<file path="config.mk">
export PLATFORM = sky130hd
export DESIGN_NAME = xbar_unmuxed
export DESIGN_NICKNAME = d
export VERILOG_FILES = /design/src/xbar_pkg.sv /design/src/xbar_spill_reg.sv /design/src/xbar_addr_decode.sv /design/src/xbar_read_demux.sv /design/src/xbar_err_slv.sv /design/src/xbar_unmuxed.sv
export SDC_FILE = /design/constraint.sdc
export NUM_CORES = 1
export LEC_CHECK = 0
export BUFFER_PORTS_ARGS = -buffer_cell sky130_fd_sc_hd__buf_2
export CAP_MARGIN = 20
export CORE_UTILIZATION = 45
export CTS_CLUSTER_DIAMETER = 200
export DETAILED_ROUTE_END_ITERATION = 12
export PLACE_DENSITY = 0.77
export SETUP_SLACK_MARGIN = 0.5
export SLEW_MARGIN = 20
export SYNTH_ARGS = -nofsm -noshare
export SYNTH_HDL_FRONTEND = slang
export SYNTH_SLANG_ARGS = --single-unit
</file>
<file path="constraint.sdc">
create_clock -name clk_i -period 15.3 [get_ports clk_i]
set_clock_uncertainty 0.1 [all_clocks]
set_input_delay 3.06 -clock clk_i [delete_from_list [all_inputs] [get_ports clk_i]]
set_output_delay 3.06 -clock clk_i [all_outputs]
set_load 0.05 [all_outputs]
</file>
<file path="src/xbar_pkg.sv">
// Fixed single-beat read configuration; ADDR_MAP must be edited by hand when NUM_MST or NUM_RULES change
`default_nettype none

package xbar_pkg;

  // Port counts and widths
  localparam int unsigned NUM_SLV       = 2;
  localparam int unsigned NUM_MST       = 3;
  localparam int unsigned ADDR_W        = 32;
  localparam int unsigned DATA_W        = 32;
  localparam int unsigned ID_W          = 4;

  // Outstanding reads per slave port and error responder queue depth
  localparam int unsigned MAX_TRANS     = 4;
  localparam int unsigned ERR_MAX_TRANS = 2;

  // Spill register stages on each connected pair, 0 gives a straight wire
  localparam int unsigned NUM_CUTS      = 1;
  localparam int unsigned NUM_RULES     = 3;

  // One extra code point for the error responder
  localparam int unsigned MST_IDX_W     = $clog2(NUM_MST + 1);

  typedef logic [ADDR_W-1:0]    addr_t;
  typedef logic [DATA_W-1:0]    data_t;
  typedef logic [ID_W-1:0]      id_t;
  typedef logic [MST_IDX_W-1:0] mst_idx_t;

  typedef enum logic [1:0] {
    RESP_OKAY   = 2'b00,
    RESP_DECERR = 2'b11
  } rresp_t;

  // End address is exclusive
  typedef struct packed {
    mst_idx_t idx;
    addr_t    start_addr;
    addr_t    end_addr;
  } rule_t;

  typedef struct packed {
    id_t   id;
    addr_t addr;
  } ar_chan_t;

  typedef struct packed {
    id_t    id;
    data_t  data;
    rresp_t resp;
  } r_chan_t;

  // 4 KiB window per master at 0x1000_0000, 0x2000_0000, 0x3000_0000
  localparam rule_t ADDR_MAP [NUM_RULES] = '{
    '{idx: 2'd0, start_addr: 32'h1000_0000, end_addr: 32'h1000_1000},
    '{idx: 2'd1, start_addr: 32'h2000_0000, end_addr: 32'h2000_1000},
    '{idx: 2'd2, start_addr: 32'h3000_0000, end_addr: 32'h3000_1000}
  };

  // Row per slave port; slave 1 has no path to master 2
  localparam logic [NUM_SLV-1:0][NUM_MST-1:0] CONNECTIVITY = {3'b011, 3'b111};

endpackage

`default_nettype wire

</file>
<file path="src/xbar_spill_reg.sv">
// One cycle of latency, full throughput; ready_o depends only on internal state
`default_nettype none

module xbar_spill_reg #(
  parameter type payload_t = logic
) (
  input  logic     clk_i,
  input  logic     rst_n_i,

  input  logic     valid_i,
  input  payload_t data_i,
  output logic     ready_o,

  output logic     valid_o,
  output payload_t data_o,
  input  logic     ready_i
);

  logic     a_full_q;
  logic     b_full_q;
  payload_t a_data_q;
  payload_t b_data_q;
  logic     a_fill;
  logic     a_drain;
  logic     b_fill;
  logic     b_drain;

  // Main register A takes input, B catches A when the output stalls
  assign a_fill  = valid_i && ready_o;
  assign a_drain = a_full_q && !b_full_q;
  assign b_fill  = a_drain && !ready_i;
  assign b_drain = b_full_q && ready_i;

  assign ready_o = !a_full_q || !b_full_q;
  assign valid_o = a_full_q || b_full_q;

  // Spilled entry is older, so it leaves first
  assign data_o  = b_full_q ? b_data_q : a_data_q;

  always_ff @(posedge clk_i) begin
    if (a_fill) begin
      a_data_q <= data_i;
    end
    if (b_fill) begin
      b_data_q <= a_data_q;
    end
  end

  always_ff @(posedge clk_i) begin
    if (!rst_n_i) begin
      a_full_q <= 1'b0;
      b_full_q <= 1'b0;
    end else begin
      if (a_fill) begin
        a_full_q <= 1'b1;
      end else if (a_drain) begin
        a_full_q <= 1'b0;
      end
      if (b_fill) begin
        b_full_q <= 1'b1;
      end else if (b_drain) begin
        b_full_q <= 1'b0;
      end
    end
  end

endmodule

`default_nettype wire

</file>
<file path="src/xbar_addr_decode.sv">
// Purely combinational; rules are assumed not to overlap, and unconnected targets decode as error
`default_nettype none

module xbar_addr_decode #(
  parameter int unsigned SLV_IDX = 0
) (
  input  xbar_pkg::addr_t    addr_i,
  output xbar_pkg::mst_idx_t sel_o
);

  logic hit;
  xbar_pkg::mst_idx_t hit_idx;

  // Scan the whole rule table for a range containing the address
  always_comb begin
    hit     = 1'b0;
    hit_idx = '0;
    for (int unsigned k = 0; k < xbar_pkg::NUM_RULES; k++) begin
      if ((addr_i >= xbar_pkg::ADDR_MAP[k].start_addr) &&
          (addr_i <  xbar_pkg::ADDR_MAP[k].end_addr)) begin
        hit     = 1'b1;
        hit_idx = xbar_pkg::ADDR_MAP[k].idx;
      end
    end
  end

  // A mapped address is only routed if this slave port may reach the target
  always_comb begin
    sel_o = xbar_pkg::mst_idx_t'(xbar_pkg::NUM_MST);
    if (hit && xbar_pkg::CONNECTIVITY[SLV_IDX][hit_idx]) begin
      sel_o = hit_idx;
    end
  end

endmodule

`default_nettype wire

</file>
<file path="src/xbar_read_demux.sv">
// Single target at a time per port; R is only taken from the locked target, so order is kept
`default_nettype none

module xbar_read_demux (
  input  logic                                            clk_i,
  input  logic                                            rst_n_i,

  input  logic                                            slv_ar_valid_i,
  input  xbar_pkg::ar_chan_t                              slv_ar_i,
  input  xbar_pkg::mst_idx_t                              slv_ar_sel_i,
  output logic                                            slv_ar_ready_o,

  output logic                                            slv_r_valid_o,
  output xbar_pkg::r_chan_t                               slv_r_o,
  input  logic                                            slv_r_ready_i,

  output logic               [xbar_pkg::NUM_MST:0]        mst_ar_valid_o,
  output xbar_pkg::ar_chan_t [xbar_pkg::NUM_MST:0]        mst_ar_o,
  input  logic               [xbar_pkg::NUM_MST:0]        mst_ar_ready_i,
  input  logic               [xbar_pkg::NUM_MST:0]        mst_r_valid_i,
  input  xbar_pkg::r_chan_t  [xbar_pkg::NUM_MST:0]        mst_r_i,
  output logic               [xbar_pkg::NUM_MST:0]        mst_r_ready_o
);

  localparam int unsigned CNT_W = $clog2(xbar_pkg::MAX_TRANS + 1);

  typedef logic [CNT_W-1:0] cnt_t;

  cnt_t               cnt_q;
  xbar_pkg::mst_idx_t lock_q;
  logic               busy;
  logic               ar_allowed;
  logic               ar_fire;
  logic               r_fire;

  assign busy = (cnt_q != '0);

  // Block when full, or when switching target with reads still in flight
  assign ar_allowed = (cnt_q != cnt_t'(xbar_pkg::MAX_TRANS)) &&
                      (!busy || (slv_ar_sel_i == lock_q));

  assign slv_ar_ready_o = ar_allowed && mst_ar_ready_i[slv_ar_sel_i];

  // Responses come back only from the target holding the lock
  assign slv_r_valid_o = busy && mst_r_valid_i[lock_q];
  assign slv_r_o       = mst_r_i[lock_q];

  assign ar_fire = slv_ar_valid_i && slv_ar_ready_o;
  assign r_fire  = slv_r_valid_o && slv_r_ready_i;

  always_comb begin
    for (int unsigned k = 0; k <= xbar_pkg::NUM_MST; k++) begin
      mst_ar_valid_o[k] = slv_ar_valid_i && ar_allowed &&
                          (slv_ar_sel_i == xbar_pkg::mst_idx_t'(k));
      mst_ar_o[k]       = slv_ar_i;
      mst_r_ready_o[k]  = slv_r_ready_i && busy && (lock_q == xbar_pkg::mst_idx_t'(k));
    end
  end

  // Outstanding read counter
  always_ff @(posedge clk_i) begin
    if (!rst_n_i) begin
      cnt_q <= '0;
    end else begin
      case ({ar_fire, r_fire})
        2'b10:   cnt_q <= cnt_q + cnt_t'(1);
        2'b01:   cnt_q <= cnt_q - cnt_t'(1);
        default: cnt_q <= cnt_q;
      endcase
    end
  end

  // Target of the reads in flight, refreshed on each accepted request
  always_ff @(posedge clk_i) begin
    if (!rst_n_i) begin
      lock_q <= '0;
    end else if (ar_fire) begin
      lock_q <= slv_ar_sel_i;
    end
  end

endmodule

`default_nettype wire

</file>
<file path="src/xbar_err_slv.sv">
// Answers every read with DECERR and zero data; holds at most ERR_MAX_TRANS pending IDs
`default_nettype none

module xbar_err_slv (
  input  logic               clk_i,
  input  logic               rst_n_i,

  input  logic               ar_valid_i,
  input  xbar_pkg::ar_chan_t ar_i,
  output logic               ar_ready_o,

  output logic               r_valid_o,
  output xbar_pkg::r_chan_t  r_o,
  input  logic               r_ready_i
);

  localparam int unsigned DEPTH = xbar_pkg::ERR_MAX_TRANS;
  localparam int unsigned PTR_W = (DEPTH > 1) ? $clog2(DEPTH) : 1;
  localparam int unsigned CNT_W = $clog2(DEPTH + 1);

  typedef logic [PTR_W-1:0] ptr_t;
  typedef logic [CNT_W-1:0] cnt_t;

  xbar_pkg::id_t id_q [DEPTH];
  ptr_t          wr_ptr_q;
  ptr_t          rd_ptr_q;
  cnt_t          cnt_q;
  logic          push;
  logic          pop;

  assign ar_ready_o = (cnt_q != cnt_t'(DEPTH));
  assign r_valid_o  = (cnt_q != '0);

  assign push = ar_valid_i && ar_ready_o;
  assign pop  = r_valid_o && r_ready_i;

  always_comb begin
    r_o      = '0;
    r_o.id   = id_q[rd_ptr_q];
    r_o.resp = xbar_pkg::RESP_DECERR;
  end

  // ID queue storage
  always_ff @(posedge clk_i) begin
    if (push) begin
      id_q[wr_ptr_q] <= ar_i.id;
    end
  end

  always_ff @(posedge clk_i) begin
    if (!rst_n_i) begin
      wr_ptr_q <= '0;
      rd_ptr_q <= '0;
      cnt_q    <= '0;
    end else begin
      if (push) begin
        wr_ptr_q <= (wr_ptr_q == ptr_t'(DEPTH - 1)) ? '0 : wr_ptr_q + ptr_t'(1);
      end
      if (pop) begin
        rd_ptr_q <= (rd_ptr_q == ptr_t'(DEPTH - 1)) ? '0 : rd_ptr_q + ptr_t'(1);
      end
      case ({push, pop})
        2'b10:   cnt_q <= cnt_q + cnt_t'(1);
        2'b01:   cnt_q <= cnt_q - cnt_t'(1);
        default: cnt_q <= cnt_q;
      endcase
    end
  end

endmodule

`default_nettype wire

</file>
<file path="src/xbar_unmuxed.sv">
// Read-only crossbar, one private slot per (master, slave) pair; unconnected slots stay idle
`default_nettype none

module xbar_unmuxed (
  input  logic                                                          clk_i,
  input  logic                                                          rst_n_i,

  input  logic               [xbar_pkg::NUM_SLV-1:0]                    slv_ar_valid_i,
  input  xbar_pkg::ar_chan_t [xbar_pkg::NUM_SLV-1:0]                    slv_ar_i,
  output logic               [xbar_pkg::NUM_SLV-1:0]                    slv_ar_ready_o,
  output logic               [xbar_pkg::NUM_SLV-1:0]                    slv_r_valid_o,
  output xbar_pkg::r_chan_t  [xbar_pkg::NUM_SLV-1:0]                    slv_r_o,
  input  logic               [xbar_pkg::NUM_SLV-1:0]                    slv_r_ready_i,

  output logic               [xbar_pkg::NUM_MST-1:0][xbar_pkg::NUM_SLV-1:0] mst_ar_valid_o,
  output xbar_pkg::ar_chan_t [xbar_pkg::NUM_MST-1:0][xbar_pkg::NUM_SLV-1:0] mst_ar_o,
  input  logic               [xbar_pkg::NUM_MST-1:0][xbar_pkg::NUM_SLV-1:0] mst_ar_ready_i,
  input  logic               [xbar_pkg::NUM_MST-1:0][xbar_pkg::NUM_SLV-1:0] mst_r_valid_i,
  input  xbar_pkg::r_chan_t  [xbar_pkg::NUM_MST-1:0][xbar_pkg::NUM_SLV-1:0] mst_r_i,
  output logic               [xbar_pkg::NUM_MST-1:0][xbar_pkg::NUM_SLV-1:0] mst_r_ready_o
);

  localparam int unsigned NM = xbar_pkg::NUM_MST;
  localparam int unsigned NC = xbar_pkg::NUM_CUTS;

  // Demux side of every slot, index NM is the error responder
  logic               [xbar_pkg::NUM_SLV-1:0][NM:0] dmx_ar_valid;
  xbar_pkg::ar_chan_t [xbar_pkg::NUM_SLV-1:0][NM:0] dmx_ar;
  logic               [xbar_pkg::NUM_SLV-1:0][NM:0] dmx_ar_ready;
  logic               [xbar_pkg::NUM_SLV-1:0][NM:0] dmx_r_valid;
  xbar_pkg::r_chan_t  [xbar_pkg::NUM_SLV-1:0][NM:0] dmx_r;
  logic               [xbar_pkg::NUM_SLV-1:0][NM:0] dmx_r_ready;

  for (genvar s = 0; s < xbar_pkg::NUM_SLV; s++) begin : gen_slv_port
    xbar_pkg::mst_idx_t ar_sel;

    xbar_addr_decode #(
      .SLV_IDX ( s )
    ) xbar_addr_decode_i (
      .addr_i ( slv_ar_i[s].addr ),
      .sel_o  ( ar_sel           )
    );

    xbar_read_demux xbar_read_demux_i (
      .clk_i          ( clk_i             ),
      .rst_n_i        ( rst_n_i           ),
      .slv_ar_valid_i ( slv_ar_valid_i[s] ),
      .slv_ar_i       ( slv_ar_i[s]       ),
      .slv_ar_sel_i   ( ar_sel            ),
      .slv_ar_ready_o ( slv_ar_ready_o[s] ),
      .slv_r_valid_o  ( slv_r_valid_o[s]  ),
      .slv_r_o        ( slv_r_o[s]        ),
      .slv_r_ready_i  ( slv_r_ready_i[s]  ),
      .mst_ar_valid_o ( dmx_ar_valid[s]   ),
      .mst_ar_o       ( dmx_ar[s]         ),
      .mst_ar_ready_i ( dmx_ar_ready[s]   ),
      .mst_r_valid_i  ( dmx_r_valid[s]    ),
      .mst_r_i        ( dmx_r[s]          ),
      .mst_r_ready_o  ( dmx_r_ready[s]    )
    );

    xbar_err_slv xbar_err_slv_i (
      .clk_i      ( clk_i               ),
      .rst_n_i    ( rst_n_i             ),
      .ar_valid_i ( dmx_ar_valid[s][NM] ),
      .ar_i       ( dmx_ar[s][NM]       ),
      .ar_ready_o ( dmx_ar_ready[s][NM] ),
      .r_valid_o  ( dmx_r_valid[s][NM]  ),
      .r_o        ( dmx_r[s][NM]        ),
      .r_ready_i  ( dmx_r_ready[s][NM]  )
    );

    for (genvar m = 0; m < NM; m++) begin : gen_mst_slot
      if (xbar_pkg::CONNECTIVITY[s][m]) begin : gen_connected
        // Stage 0 sits at the demux for AR and at the master slot for R
        logic               [NC:0] ar_valid;
        logic               [NC:0] ar_ready;
        xbar_pkg::ar_chan_t [NC:0] ar_data;
        logic               [NC:0] r_valid;
        logic               [NC:0] r_ready;
        xbar_pkg::r_chan_t  [NC:0] r_data;

        assign ar_valid[0]          = dmx_ar_valid[s][m];
        assign ar_data[0]           = dmx_ar[s][m];
        assign dmx_ar_ready[s][m]   = ar_ready[0];
        assign mst_ar_valid_o[m][s] = ar_valid[NC];
        assign mst_ar_o[m][s]       = ar_data[NC];
        assign ar_ready[NC]         = mst_ar_ready_i[m][s];

        assign r_valid[0]           = mst_r_valid_i[m][s];
        assign r_data[0]            = mst_r_i[m][s];
        assign mst_r_ready_o[m][s]  = r_ready[0];
        assign dmx_r_valid[s][m]    = r_valid[NC];
        assign dmx_r[s][m]          = r_data[NC];
        assign r_ready[NC]          = dmx_r_ready[s][m];

        for (genvar c = 0; c < NC; c++) begin : gen_cut
          xbar_spill_reg #(
            .payload_t ( xbar_pkg::ar_chan_t )
          ) ar_cut_i (
            .clk_i   ( clk_i         ),
            .rst_n_i ( rst_n_i       ),
            .valid_i ( ar_valid[c]   ),
            .data_i  ( ar_data[c]    ),
            .ready_o ( ar_ready[c]   ),
            .valid_o ( ar_valid[c+1] ),
            .data_o  ( ar_data[c+1]  ),
            .ready_i ( ar_ready[c+1] )
          );

          xbar_spill_reg #(
            .payload_t ( xbar_pkg::r_chan_t )
          ) r_cut_i (
            .clk_i   ( clk_i        ),
            .rst_n_i ( rst_n_i      ),
            .valid_i ( r_valid[c]   ),
            .data_i  ( r_data[c]    ),
            .ready_o ( r_ready[c]   ),
            .valid_o ( r_valid[c+1] ),
            .data_o  ( r_data[c+1]  ),
            .ready_i ( r_ready[c+1] )
          );
        end
      end else begin : gen_unconnected
        // Decoder never selects this slot, keep both sides quiet
        assign dmx_ar_ready[s][m]   = 1'b0;
        assign dmx_r_valid[s][m]    = 1'b0;
        assign dmx_r[s][m]          = '0;
        assign mst_ar_valid_o[m][s] = 1'b0;
        assign mst_ar_o[m][s]       = '0;
        assign mst_r_ready_o[m][s]  = 1'b0;
      end
    end
  end

endmodule

`default_nettype wire

</file>
---- After elaboration in Yosys (flattened, before gate mapping) ----
Memory sizes are Yosys's and may differ from the RTL's. A register that Yosys moved wholly into a read port is not among the register bits.
Cells that the tools add are included.
operators by class
  add/subtract/negate cells ............... 12
  magnitude comparators ................... 18
  equal/unequal tests ..................... 24
  muxes and demuxes ....................... 94
  reductions and logical operators ........ 166
operator list
  operator              number
  $mux 38               7
  $mux 36               5
  $bmux 38 s2           2
  $ge 32x30->1 const B  4
  $lt 32x30->1 const B  4
  $logic_and 1x1->1     80
  $mux 1                66
  $ge 32x29->1 const B  2
  $lt 32x29->1 const B  2
  $reduce_bool 2->1     26
  $logic_not 1->1       32
  $logic_or 1x1->1      22
  $eq 2x2->1 const B    10
  $lt 2x3->1 const B    6
  $eq 2x1->1 const B    8
  $bmux 1 s2            6
  $pmux 3 s2            2
  $logic_not 2->1       4
  $mux 2                4
  $pmux 2 s2            2
  $add 3x1->3 const B   2
  $ne 3x3->1 const B    2
  $reduce_bool 3->1     2
  $sub 3x1->3 const B   2
  5 further kinds       12
word-level totals
  bits in registers ....................... 778
  RAM bits ................................ 16
  output and inout port bits .............. 308
  logic and storage cells ................. 396
  memories kept ........................... 2
memory list
  name                                 words  width  rd ports  clocked after memory_dff  write ports  line                text
  gen_slv_port[0].xbar_err_slv_i.id_q  2      4      1         1                         1            xbar_err_slv.sv:24  xbar_pkg::id_t id_q [DEPTH];
  gen_slv_port[1].xbar_err_slv_i.id_q  2      4      1         1                         1            xbar_err_slv.sv:24

---- Longest topological paths before layout ----
Gate-level depths: netlist of run 1.
  depth in word-level cells ............... 16
  mapped depth ............................ 12
  depth with buffers taken out ............ 11

---- Hierarchy ----
Synthesis of run 1 repeated with hierarchy kept, for this count alone.
unflattened totals
  cell total of the unflattened synthesis .. 1941
  area total of the unflattened synthesis .. 35459.0 um^2
by module, submodules not included
  module                                                                                  times used  cells an instance  area an instance (um^2)  sequential area each (um^2)
  xbar_spill_reg (gen_slv_port[0].gen_mst_slot[0].gen_connected.gen_cut[0].r_cut_i ...)   5           128                3030.4                   2322.2
  xbar_spill_reg (gen_slv_port[0].gen_mst_slot[0].gen_connected.gen_cut[0].ar_cut_i ...)  5           121                2685.1                   2202.1
  xbar_read_demux                                                                         2           246                2458.6                   100.1
  xbar_err_slv                                                                            2           73                 774.5                    340.3
  xbar_unmuxed                                                                            1           39                 289.0                    0.0
  xbar_addr_decode (gen_slv_port[1].xbar_addr_decode_i)                                   1           11                 65.1                     0.0
  xbar_addr_decode (gen_slv_port[0].xbar_addr_decode_i)                                   1           8                  61.3                     0.0

---- Worst setup path before layout of run 1 ----
No wires, ideal clock.
  path kind ............................... input port to flip-flop
  start point ............................. input slv_ar_i[12] (netlist name)
  end point ............................... register gen_slv_port[0].gen_mst_slot[0].gen_connected.gen_cut[0].ar_cut_i.a_data_q[0] (netlist name), enable pin
  data arrival time ....................... 7704 ps
  slack ................................... 6976 ps
  stages on the path ...................... 5
  path buffers ............................ 0
  path through ............................ nor4_1 -> nand4_1 -> o31ai_2 -> o2111ai_1 -> nor4bb_1
between the ends
  cells in the longest elaborated chain, start to end .. 14
ends and longest elaborated chain
  element                                                                       line                                            text
  start, declared                                                               xbar_unmuxed.sv:9                               input xbar_pkg::ar_chan_t [xbar_pkg::NUM_SLV-1:0] slv_ar_i,
  $ge 32x30->1 / $lt 32x30->1 (equally long branches)                           xbar_addr_decode.sv:19, xbar_addr_decode.sv:20
  $logic_and 1x1->1                                                             xbar_addr_decode.sv:19                          if ((addr_i >= xbar_pkg::ADDR_MAP[k].start_addr) &&
  $mux 1                                                                        xbar_addr_decode.sv:19
  $mux 2                                                                        xbar_addr_decode.sv:19
  $bmux 1 s2                                                                    xbar_addr_decode.sv:30                          if (hit && xbar_pkg::CONNECTIVITY[SLV_IDX][hit_idx]) begin
  $mux 1 (not written as such)                                                  xbar_addr_decode.sv:30
  $logic_and 1x1->1                                                             xbar_addr_decode.sv:30
  $mux 2 (*)                                                                    xbar_addr_decode.sv:30
  $eq 2x2->1                                                                    xbar_read_demux.sv:40                           (!busy || (slv_ar_sel_i == lock_q));
  $logic_or 1x1->1                                                              xbar_read_demux.sv:40
  $logic_and 1x1->1                                                             xbar_read_demux.sv:39                           assign ar_allowed = (cnt_q != cnt_t'(xbar_pkg::MAX_TRANS)) &&
  $logic_and 1x1->1                                                             xbar_read_demux.sv:53                           mst_ar_valid_o[k] = slv_ar_valid_i && ar_allowed &&
  $logic_and 1x1->1 (*)                                                         xbar_read_demux.sv:53
  $logic_and 1x1->1 (*)                                                         xbar_spill_reg.sv:29                            assign a_fill = valid_i && ready_o;
  via gen_slv_port[0].gen_mst_slot[0].gen_connected.gen_cut[0].ar_cut_i.a_fill  xbar_spill_reg.sv:23                            logic a_fill;
  end signal, assigned                                                          xbar_spill_reg.sv:42                            a_data_q <= data_i;
  end, declared                                                                 xbar_spill_reg.sv:21                            payload_t a_data_q;
Mark *: on every way through the listed nets, which the timed path passes. The rest lies on a longest branch. The select of a mux whose other input is x is not followed.
A chain may end at the register's enable or synchronous reset.

---- Worst setup path after layout of run 1 ----
  start point ............................. input slv_ar_i[12] (netlist name)
  end point ............................... output slv_ar_ready_o[0] (netlist name)
between the ends
  cells in the longest elaborated chain, start to end .. 12
ends and longest elaborated chain
  element                                              line                                            text
  $ge 32x30->1 / $lt 32x30->1 (equally long branches)  xbar_addr_decode.sv:19, xbar_addr_decode.sv:20
  $logic_and 1x1->1                                    xbar_addr_decode.sv:19
  $mux 1                                               xbar_addr_decode.sv:19
  $mux 2                                               xbar_addr_decode.sv:19
  $bmux 1 s2                                           xbar_addr_decode.sv:30
  $mux 1 (not written as such)                         xbar_addr_decode.sv:30
  $logic_and 1x1->1                                    xbar_addr_decode.sv:30
  $mux 2 (*)                                           xbar_addr_decode.sv:30
  $eq 2x2->1                                           xbar_read_demux.sv:40
  $logic_or 1x1->1                                     xbar_read_demux.sv:40
  $logic_and 1x1->1                                    xbar_read_demux.sv:39
  $logic_and 1x1->1 (*)                                xbar_read_demux.sv:42                           assign slv_ar_ready_o = ar_allowed && mst_ar_ready_i[slv_ar_sel_i];
  end, declared                                        xbar_unmuxed.sv:10                              output logic [xbar_pkg::NUM_SLV-1:0] slv_ar_ready_o,
Every way passes the cells marked *; elsewhere a longest branch is shown, timed or not. The select of a mux whose other input is x is not followed.

==> run summary, run 1 <==
In this run the worst path has a maximum fanout of 4. The number of port buffers is between 500 and 600. The register area is about 0.024 mm^2. The post-route non-filler standard cell count is approximately 3300. The accumulated negative setup slack came out at 0 ns. Setup repair after global routing left no endpoint under its margin. The fraction of the mapped netlist area in simple logic gates came out at 0.0368. The startpoint type of the worst setup path is an input pin. Global routing finished with a remaining overflow of 0. The TritonCTS sink count came out at ~800.

The number of setup violations in the final report is 0. The headroom to the max-slew limit is 0.233. The H-tree level count came out at 3. Measured on the finished design, the core utilization comes to 0.550. Of the total synthesized cell area, the portion taken by XOR and XNOR cells is 0.00313. The run finished with clean final reports. The quantity of gates resized following cts is 0. The number of pins with negative max-slew slack in the final report came out at 0.

The count of fill cells added during filler insertion is about 5100. After synthesis, the share of cell area in mux cells is 0.125. At the later pin of the worst-skew pair, clock insertion delay measures about 0.63 ns.

For the pin with the worst max-slew slack, the measured transition is between 1 and 1.5 ns. The routability-driven placement congestion ratio came out at 0.879. The final period demand of the worst path is between 8 and 9 ns.

The count of max-cap constraint violations came out at 0. Timing would allow up to about 120 MHz. The number of instances in the synthesized netlist is approximately 1700. The tree is rooted in a clkbuf_16. In this run the post-CTS setup repair buffer count came out at 0. The post-synthesis share of cell area spent on full adders, half adders and majority gates is 0.00293.

The cell count after placement is 3092. Summing all multi-input logic gate instances after layout gives around 0.0068 mm^2. At the end of the flow, the number of nets in the layout was approximately 2600.

The final routed wire length divided by cell count came out at 22.6 um. Across all layers, the routed design uses 17500 vias. The number of buffers inserted for hold repair after clock tree synthesis is 0.

TritonCTS built the clock tree. The die covers approximately 0.07 mm^2. At the worst endpoint, the arrival time is between 5 and 6 ns. The number of global-route vias before repair is roughly 18000. The ratio of total power to cell area came out at about 150 mW/mm^2.

The final clock period utilization by the worst path is 0.559. The global router's overall resource usage came out at 0.207. Each instance of the synthesized netlist takes up on average between 15 and 20 um^2. The initial standard-cell utilization of the core came out at 0.457. During I/O placement, the number of pins put on the boundary was between 600 and 700.

The detail route stage leaves a number of antenna-violating nets equal to 0. No sink is reached through more buffers than the 3 on the longest clock path. After synthesis the cells add up to approximately 0.031 mm^2.

The total CTS buffers came out at 81. The compound-cell area share of the yosys netlist came out at 0.0434. The maximum number of pins on one net before global-route repair is slightly above 80. In the final layout, the share of cells above drive strength 1 is 0.408. The final count of hold timing violations came out at 0.

The initial antenna violation count was 23. After floorplanning, the core was divided into 95 placement rows. The height of the die is around 260 um. The wire length of the first global-routing pass is roughly 110000 um. Clock-pin slew was measured on the worst setup and hold paths at ~0.06 ns.

During synthesis, Yosys emitted a total of 0 warnings. The detailed-route DRC error count came out at 0. Dividing the detail-routed via count by the number of cells gives ~5.4. The path class of the tightest hold or removal check is register to register.

After synthesis, the largest family of logic cells by area is multiplexers. The area growth from synthesis to layout is 20.3%. The category of the critical setup timing path is input pin to primary output. The count of cell types in the netlist came out at a little over 60.

The HPWL after detailed placement is around 50000 um. The post-synthesis async set-or-reset flop share came out at 0. The total iterations of the first detailed-routing run came out at 5. Among all flip-flop cells after synthesis, the most frequent one is edfxtp_1.

The number of register bits inferred by synthesis came out at between 700 and 800. The part of the Yosys area used for sequential elements is 0.763. The total detailed-routing wirelength came out at 73400 um. The endpoint class of the critical path is a primary output. The total area inside the core boundary comes to between 0.06 and 0.07 mm^2.

The largest vdd supply drop came out at around 150 uV. Summed over all cells, the static leakage comes to roughly 13 nW. The endpoint required time on the critical path came out at about 12 ns. Counting flops with a built-in enable in the synthesized netlist gives approximately 760. The number of violations reported at the end of detailed-routing iteration 0 is between 1000 and 1500. The die extent in x came out at ~260 um.
-- critical path: stages --
cell,delay [ns]
buf_2,0.12
nor4_1,0.66
nand4_1,0.40
a211oi_1,0.41
o22ai_1,0.21
nor2_1,0.18
buf_2,0.34
-- final timing paths --
check	cells after the start	end	from	slack, ns
setup / recovery	7	slv_ar_ready_o[0]	slv_ar_i[12]	6.74
hold / removal	0	register	register	0.34
setup reg to reg	13	gen_slv_port[0].xbar_read_demux_i.cnt_q[2]	gen_slv_port[0].xbar_read_demux_i.lock_q[0]	11.22
hold reg to reg	0	register	register	0.34
-- where the power goes --
part           internal (mW)  switching [mW]  total [mW]
clock network           1.10           0.832        1.93
registers               2.50          0.0831        2.58
logic                  0.271           0.796        1.07
-- synthesized netlist by cell type (4+ instances only) --
master | count | share of area
nand3_1 | 5 | 0.00081
nor2_1 | 79 | 0.0096
a211oi_1 | 66 | 0.016
mux2_2 | 220 | 0.080
nor3_1 | 9 | 0.0015
dfxtp_1 | 40 | 0.026
edfxtp_1 | 756 | 0.74
o22ai_1 | 33 | 0.0067
or3_1 | 5 | 0.0010
mux4_2 | 4 | 0.0029
clkbuf_1 | 51 | 0.0062
nand2b_1 | 4 | 0.00081
ha_1 | 4 | 0.0016
a21oi_1 | 56 | 0.0091
inv_1 | 16 | 0.0020
nor3b_1 | 15 | 0.0037
buf_4 | 52 | 0.013
buf_2 | 11 | 0.0018
mux2i_1 | 127 | 0.041
xnor2_1 | 5 | 0.0014
buf_1 | 21 | 0.0026
nand2_1 | 30 | 0.0037
or2_2 | 9 | 0.0018
xor2_1 | 6 | 0.0017
o211ai_1 | 6 | 0.0015
and2_1 | 12 | 0.0024
nor4_1 | 9 | 0.0018
nor2b_1 | 35 | 0.0071
o21ai_0 | 21 | 0.0034
-- cell families (layout without fill, tap and decap cells) --
kind of cell / Yosys count / count (layout)
compound gates: 204 / 204
xor+xnor: 11 / 11
fa+ha+maj: 6 / 6
buf+inv: 154 / 740
flops: 796 / 796
mux: 351 / 351
other cells: 1 / 51
simple gates: 222 / 222
-- layer usage --
layer | vias to the layer above | global-route usage | wire (um) | share of wire
met2 | 786 | 0.346 | 36500 | 0.50
met3 | 151 | 0.0567 | 6260 | 0.085
met4 | 20 | 0.0809 | 2120 | 0.029
met5 | - | 0 | 129 | 0.0018
li1 | 7845 | - | - | -
met1 | 8722 | 0.255 | 28400 | 0.39
-- metrics by stage --
stage | total power [mW] | setup slack, ns | hold slack (ns) | instance area [um^2]
global placement | 3.66 | 6.94 | 0.325 | 34300
floorplan | 3.39 | 6.98 | 0.318 | 30900
finish | 5.58 | 6.74 | 0.340 | 37000
global route | 5.77 | 6.65 | 0.345 | 37000
detailed placement | 3.69 | 6.88 | 0.330 | 34400
CTS | 5.62 | 6.84 | 0.341 | 37000
-- placed cells by master, fill, tap and decap left out, types with 19 or more instances in the layout --
cell / n
a211oi_1: 66
a21oi_1: 55
buf_2: 547
buf_4: 24
clkbuf_1: 19
clkbuf_16: 81
conb_1: 38
dfxtp_1: 27
edfxtp_1: 756
mux2_2: 220
mux2i_1: 127
nand2_1: 30
nor2_1: 77
nor2b_1: 35
o21ai_0: 21
o22ai_1: 33
-- area by class of cell --
class                           count  area share
Timing Repair Buffer              573      0.0803
Inverter                           18     0.00182
Tap cell                          873      0.0295
Antenna cell                       13    0.000878
Sequential cell                   796       0.635
Clock buffer                      101      0.0570
Multi-Input combinational cell    832       0.182
Clock inverter                     48      0.0133
Note: power is estimated with default switching activity, not from simulation.
==> inputs of run 2 (changes only) <==
--- a/config.mk
+++ b/config.mk
@@ -5,12 +5,13 @@
 export SDC_FILE = /design/constraint.sdc
 export NUM_CORES = 1
 export LEC_CHECK = 0
+export ABC_AREA = 1
 export BUFFER_PORTS_ARGS = -buffer_cell sky130_fd_sc_hd__buf_2
 export CAP_MARGIN = 20
 export CORE_UTILIZATION = 45
 export CTS_CLUSTER_DIAMETER = 200
 export DETAILED_ROUTE_END_ITERATION = 12
-export PLACE_DENSITY = 0.77
+export PLACE_DENSITY = 0.8
 export SETUP_SLACK_MARGIN = 0.5
 export SLEW_MARGIN = 20
 export SYNTH_ARGS = -nofsm -noshare
==> constraint.sdc (replaced) <==
create_clock -name clk_i -period 7.7 [get_ports clk_i]
set_clock_uncertainty 0.1 [all_clocks]
set_input_delay 1.54 -clock clk_i [delete_from_list [all_inputs] [get_ports clk_i]]
set_output_delay 1.54 -clock clk_i [all_outputs]
set_load 0.05 [all_outputs]
==> run summary, run 2 <==
The number of setup buffers added after CTS is 0. The instance count along the most critical hold path is 0. After detailed routing, the average wire length per cell comes to around 21 um. The final count of hold timing violations came out at 0. Sorting the synthesized cells by how often they occur yields edfxtp_1, nand2_1, nor2_1. The maximum frequency from static timing analysis is a little under 200 MHz.

The smallest clock period supported by the final layout is computed as between 5 and 6 ns. The largest vdd supply drop came out at ~290 uV. Power spread over the standard cell area amounts to just over 300 mW/mm^2. The row count is 94.

The post-route non-filler standard cell count came out at slightly below 4000. Synthesis produced 2345 cells. The leakage power total is 14.3 nW.

The total detailed-routing wirelength came out at 82100 um. The H-tree level count is 3. Setup repair after global routing left no endpoint under its margin. The total non-filler cell area in the finished layout is between 0.03 and 0.04 mm^2.

The endpoint required time on the critical path is 6.06 ns. The initial antenna violation count came to 32. The die extent in x came out at 262 um.

Summed over all layers, the global routing overflow is 0. The clock tree buffer depth is 3. Sorting the synthesized cells by area gives the leading types as edfxtp_1, nand2_1, nor2_1.

The final-stage net count came out at approximately 3200. The number of pins with negative max-slew slack in the final report is 0. The floorplan step set the die height to 262 um. The worst setup path is launched from a register. The total iterations of the first detailed-routing run came out at 5. The count of fill cells added during filler insertion came out at around 5300. The placement-stage worst setup slack came out at about 2.7 ns. The internal power is approximately 7.6 mW.

The reported net switching power is between 3 and 4 mW. In the layout the commonest cells are edfxtp_1, nand2_1, buf_2. The detailed-route DRC error count is 0. The number of routed nets with antenna violations came out at 0. The CTS tree is built. The class of the worst hold path is register to register. The sequential share of power came out at 0.451. The initial standard-cell utilization of the core is 0.459. The end of the worst register-to-register path is gen_slv_port[0].xbar_read_demux_i.cnt_q[2].

The critical path is of the register to primary output type. The HPWL after detailed placement came out at roughly 53000 um. The routability-driven placement congestion ratio is around 0.85. The final clock period utilization by the worst path came out at 0.674. CTS saw just under 800 sinks.

The count of max-cap constraint violations is 0. The switching share of total power came out at 0.325. During placement, the flow inserted port buffers numbering roughly 550.

The cell area that synthesis handed to floorplanning was between 0.03 and 0.04 mm^2. The launch point of the worst reg-to-reg path is gen_slv_port[0].xbar_read_demux_i.lock_q[0]. The accumulated negative setup slack is 0 ns. The wire length of the first global-routing pass came out at 118000 um. Synthesis inferred slightly below 800 register bits.

The total CTS buffers is 80. The number of setup violations in the final report came out at 0. The reg2reg setup slack is about 4.4 ns. In the synthesized netlist the dominant register cell turns out to be edfxtp_1. After clock tree synthesis, the flow added hold-fix buffers numbering 0. The number of enable flip-flop cells after synthesis came out at 756. Yosys instantiated no cell more often than edfxtp_1. The count of cell types in the netlist is 39.

The headroom to the max-slew limit is 0.322. The largest driver fanout on the critical path came out at between 40 and 50. The final worst setup slack came out at 2.51 ns. The worst hold margin came out at 0.333 ns. The number of violations reported at the end of detailed-routing iteration 0 is around 1900. The library cell used most frequently in the layout, excluding fill and tap cells, is edfxtp_1.

Data on the critical path arrives at its endpoint at 3.55 ns. Of the total power, the clock network draws 0.338. Clock-pin slew was measured on the worst setup and hold paths at about 0.060 ns. Pin placement for this block handled about 630 I/O pins. The cell count after placement came out at around 3700.

The maximum number of pins on one net before global-route repair came out at 43. The total design power is approximately 11 mW. The placed instance area is ~0.034 mm^2. The per-cell via count in the routed design is about 5.3. The post-synthesis area per instance came out at 13.0 um^2. The global router's overall resource usage came out at 0.229.

The cell accounting for the most synthesized area is edfxtp_1. The share of synthesized area in the top cell type comes to 0.746. Across all layers, the routed design uses approximately 20000 vias.

The post-synthesis async set-or-reset flop share came out at 0. The logic gate share of total power came out at 0.211. The flow ran to the end, and the final reports show no timing, DRC or antenna violations. The worst setup path is captured at a primary output.

The quantity of gates resized following cts is 0. The part of the Yosys area used for sequential elements came out at 0.772. In the final layout, the share of cells above drive strength 1 is 0.254.

For the worst-skew pair, the clock arrives at the later sink with an insertion delay of 0.64 ns. Clock tree synthesis selected as its root buffer the cell clkbuf_16. The floorplan step defined a die boundary enclosing 0.0687 mm^2. For the worst flop-to-flop path, the logic depth is 11. The total number of yosys warnings came out at 0.

For the pin with the worst max-slew slack, the measured transition is 1.02 ns. The area growth from synthesis to layout is 20.6%. The number of global-route vias before repair came out at 19700. The area of the core region is 0.0663 mm^2. The share of the core filled with cells is 0.554.
==> run 2: cell types whose count changed after synthesis, moves of 37 or more <==
cell | previous run | this run
a211oi_1 | 66 | 0
o21ai_0 | 21 | 201
nand2_1 | 30 | 616
mux2_2 | 220 | 0
clkbuf_1 | 51 | 88
nor2_1 | 79 | 298
inv_1 | 16 | 75
mux2i_1 | 127 | 2
o221ai_1 | 0 | 41
==> run 2: how the worst max path moves through the flow <==
stage | start | end | cells after the start
after detailed placement | slv_ar_i[62] | slv_ar_ready_o[1] | 12
after global placement | slv_ar_i[62] | slv_ar_ready_o[1] | 12
after floorplan | slv_ar_i[25] | register | 11
after CTS | register | slv_r_o[9] | 5
final | register | slv_r_o[9] | 5
after global routing | register | slv_r_o[9] | 5
==> run 2: kinds of logic after synthesis <==
group,after synthesis,share of synthesized area
other,1,0.000123
DFF,796,0.772
xor gates and xnor gates,2,0.000575
adders and majority gates,6,0.00296
and+or+nand+nor,975,0.126
buffers and inverters,237,0.0366
muxes,2,0.000658
AOI/OAI and AO/OA,326,0.0612
==> run 2: final cells by class <==
type | instances | area [um^2] | share of cell area
diodes | 27 | 67.6 | 0.00184
clock buffers | 100 | 2120 | 0.0577
clock inverters | 45 | 485 | 0.0132
inverters | 83 | 312 | 0.00848
multi-input cells | 1349 | 6120 | 0.167
flip-flops and latches | 796 | 23500 | 0.640
well taps | 864 | 1080 | 0.0294
repair buffers | 584 | 3040 | 0.0826
==> run 2: worst max-delay path, cell delays in order, from the launching register on <==
cell and delay [ns]:
dfxtp_2 0.96, inv_1 0.61, buf_4 0.39, o21ai_0 0.37, o221ai_1 0.26, buf_2 0.27
==> run 2: power groups by stage <==
stage	clock [mW]	sequential (mW)	combinational, mW
floorplan	0	5.12	1.68
global placement	0	5.16	2.33
detailed placement	0	5.17	2.37
CTS	3.88	5.08	2.38
global route	4.03	5.10	2.52
finish	3.81	5.08	2.38
==> run 2: per-layer routing <==
metal | up-vias | track usage | share of wire
met5 | - | 0 | 0.00078
met4 | 10 | 0.109 | 0.045
met3 | 224 | 0.0406 | 0.077
met2 | 1077 | 0.379 | 0.49
met1 | 9831 | 0.294 | 0.39
li1 | 9268 | - | -
==> inputs of run 3 (changes only) <==
==> constraint.sdc (replaced) <==
create_clock -name clk_i -period 4.25 [get_ports clk_i]
set_clock_uncertainty 0.1 [all_clocks]
set_input_delay 0.85 -clock clk_i [delete_from_list [all_inputs] [get_ports clk_i]]
set_output_delay 0.85 -clock clk_i [all_outputs]
set_load 0.05 [all_outputs]
==> run summary, run 3 (synthesis results as in run 2) <==
The category of the critical setup timing path is register to primary output. The height of the die came out at about 260 um. In the global route stage, overall resource usage came out at 0.231. The die extent in x is between 200 and 300 um.

The endpoint required time on the critical path came out at between 3 and 4 ns. The worst endpoint data arrival time is between 2 and 3 ns. Setup repair after global routing left no endpoint under its margin. After detailed routing, the number of remaining DRC violations is 0. The total design power is between 20 and 25 mW. The ratio of total power to cell area is between 500 and 600 mW/mm^2. The number of global-route vias before repair was just under 20000. The routability-driven placement congestion ratio came out at slightly below 0.9.

The largest driver fanout on the critical path came out at 12. The area growth from synthesis to layout is 21.2%. The routed design has between 80000 and 90000 um of wire. The count of max-cap constraint violations is 0. The number of violations reported at the end of detailed-routing iteration 0 came out at about 2100.

The maximum number of pins on one net before global-route repair is 42. The delay of the slowest critical-path stage is roughly 0.49 ns. The final-stage net count is approximately 3200. TritonCTS built the clock tree. The most common cell after layout, fill and taps aside is edfxtp_1.

For this run the aggregate overflow at the end of global routing stands at 0. The final clock period utilization by the worst path came out at 0.847. Of the total power, the share spent switching nets is 0.321. The number of port buffers is between 500 and 600. The worst setup path is captured at a primary output. The final period demand of the worst path is around 3.6 ns. The initial standard-cell utilization of the core is 0.459. The initial antenna violation count is 29. The clock tree buffer depth is 3. The internal power of the cells totals between 10 and 15 mW. The H-tree level count is 3. The headroom to the max-slew limit is 0.406. Leaving out fill and tap cells, the most frequent cells in the layout are edfxtp_1, nand2_1, buf_2. For the pin with the worst max-slew slack, the measured transition is between 0.8 and 0.9 ns. The total iterations of the first detailed-routing run came out at 6. The HPWL after detailed placement came out at 54100 um. Across the VDD grid, the largest voltage drop is approximately 500 uV. The number of pins with negative max-slew slack in the final report was 0. Summing over every cut layer, the via total after detailed routing is around 20000. STA classifies the critical path startpoint as a register. Counting the buffers created by CTS gives around 80. Clock-pin slew was measured on the worst setup and hold paths at roughly 0.06 ns. The die area is approximately 0.069 mm^2. The most repeated library cell on the critical path is buf_4. The share of total power dissipated in combinational logic is 0.210. Of the total power, the clock network draws 0.347.

The share of cells above drive strength 1 came out at 0.261. For this design the top-level I/O count stands at around 630. The min-delay analysis places its worst path in the category input pin to register.

The final count of hold timing violations came to 0. Walking the worst path, the cells encountered are buf_4 > nor2_2 > buf_4 > o21ai_0 > o221ai_1 > buf_2. The root buffer cell chosen for the clock tree is clkbuf_16.

The number of setup violations in the final report is 0. The accumulated negative setup slack came out at 0 ns. The sequential share of power came out at 0.443. The flow ran to the end, and the final reports show no timing, DRC or antenna violations.

The reported net switching power is around 6.7 mW. Among all stages on the critical path, the largest delay is contributed by nor2_2. Clock latency on the worst-skew pair, taken at its later pin, is around 0.63 ns.

The TritonCTS sink count came out at 796. In this run the static leakage power is approximately 14 nW. The wire length of the first global-routing pass is 118000 um. The final routed wire length divided by cell count came out at approximately 21 um. Fill cells in the final layout number around 5300. In this run the remaining antenna-violating nets after routing total 0. The per-cell via count in the routed design is ~5.3.

The maximum frequency from static timing analysis is ~280 MHz. The row count came out at 94. The area of the core region is about 0.066 mm^2.
-- run 3: cell types whose count changed in the layout (fill, tap and decap cells not counted), moves of 3 or more --
cell,delta
buf_4,+11
clkinv_1,-8
clkinv_16,-5
bufinv_16,+4
clkbuf_1,-4
clkinv_2,+4
inv_6,+4
clkinv_4,+3
-- run 3: final timing paths --
kind / cells after the start / endpoint / startpoint / slack, ns
setup / recovery: 6 / slv_r_o[20] / gen_slv_port[0].xbar_read_demux_i.lock_q[1] / 0.65
hold reg to reg: 0 / register / register / 0.33
setup reg to reg: 11 / gen_slv_port[0].xbar_read_demux_i.cnt_q[2] / register / 1.43
hold / removal: 1 / register / mst_r_i[143] / 0.29
-- run 3: power groups by stage --
stage / Sequential (mW) / Combinational [mW] / Clock (mW)
5_1_grt: 9.22 / 4.60 / 7.61
6_report: 9.19 / 4.35 / 7.21
4_1_cts: 9.19 / 4.35 / 7.33
3_3_place_gp: 9.33 / 4.28 / 0
3_5_place_dp: 9.35 / 4.32 / 0
2_1_floorplan: 9.28 / 3.05 / 0
-- run 3: timing repair --
action | in CTS | in global routing
endpoints found under the setup margin | 2 | 1
buffers inserted | 0 | 0
hold buffers | 0 | 0
pin swaps | 0 | 0
gates cloned | 0 | 0
endpoints found under the hold margin | 0 | 0
resized for setup | 1 | 1
-- run 3: through the flow --
step / hold slack (ns) / setup WS [ns] / utilization / area, um^2 / instances
after floorplan: 0.321 / 0.509 / - / 30600 / 2382
after global routing: 0.251 / 0.544 / 0.556 / 36900 / 3857
after CTS: 0.241 / 0.563 / 0.555 / 36800 / 3833
after global placement: 0.323 / 0.728 / 0.514 / 34100 / 3686
after detailed placement: 0.327 / 0.738 / 0.515 / 34100 / 3687
final: 0.286 / 0.651 / 0.556 / 36900 / 3859
-- run 3: final cells by class --
| class | count | area, um^2 | share of cell area |
|---|---|---|---|
| tap | 864 | 1080 | 0.0293 |
| clock buffer | 96 | 2130 | 0.0576 |
| sequential | 796 | 23500 | 0.637 |
| antenna | 26 | 65.1 | 0.00176 |
| multi-input combinational | 1349 | 6120 | 0.166 |
| clock inverter | 50 | 564 | 0.0153 |
| inverter | 83 | 312 | 0.00844 |
| timing repair buffer | 595 | 3120 | 0.0845 |
-- run 3: per-layer routing --
metal / global-route usage / vias to the layer above / wire length [um]
li1: - / 9300 / -
met1: 0.302 / 9871 / 32000
met3: 0.0421 / 212 / 6550
met4: 0.110 / 4 / 3510
met2: 0.375 / 1069 / 40300
met5: 0 / - / 27
-- run 3: worst max-delay path, delay by kind of cell, from the launching register on --
| kind | cells | cell delay (ns) |
|---|---|---|
| buffers and inverters | 3 | 0.81 |
| DFF | 1 | 0.31 |
| and+or+nand+nor | 1 | 0.49 |
| AOI/OAI and AO/OA | 2 | 0.41 |
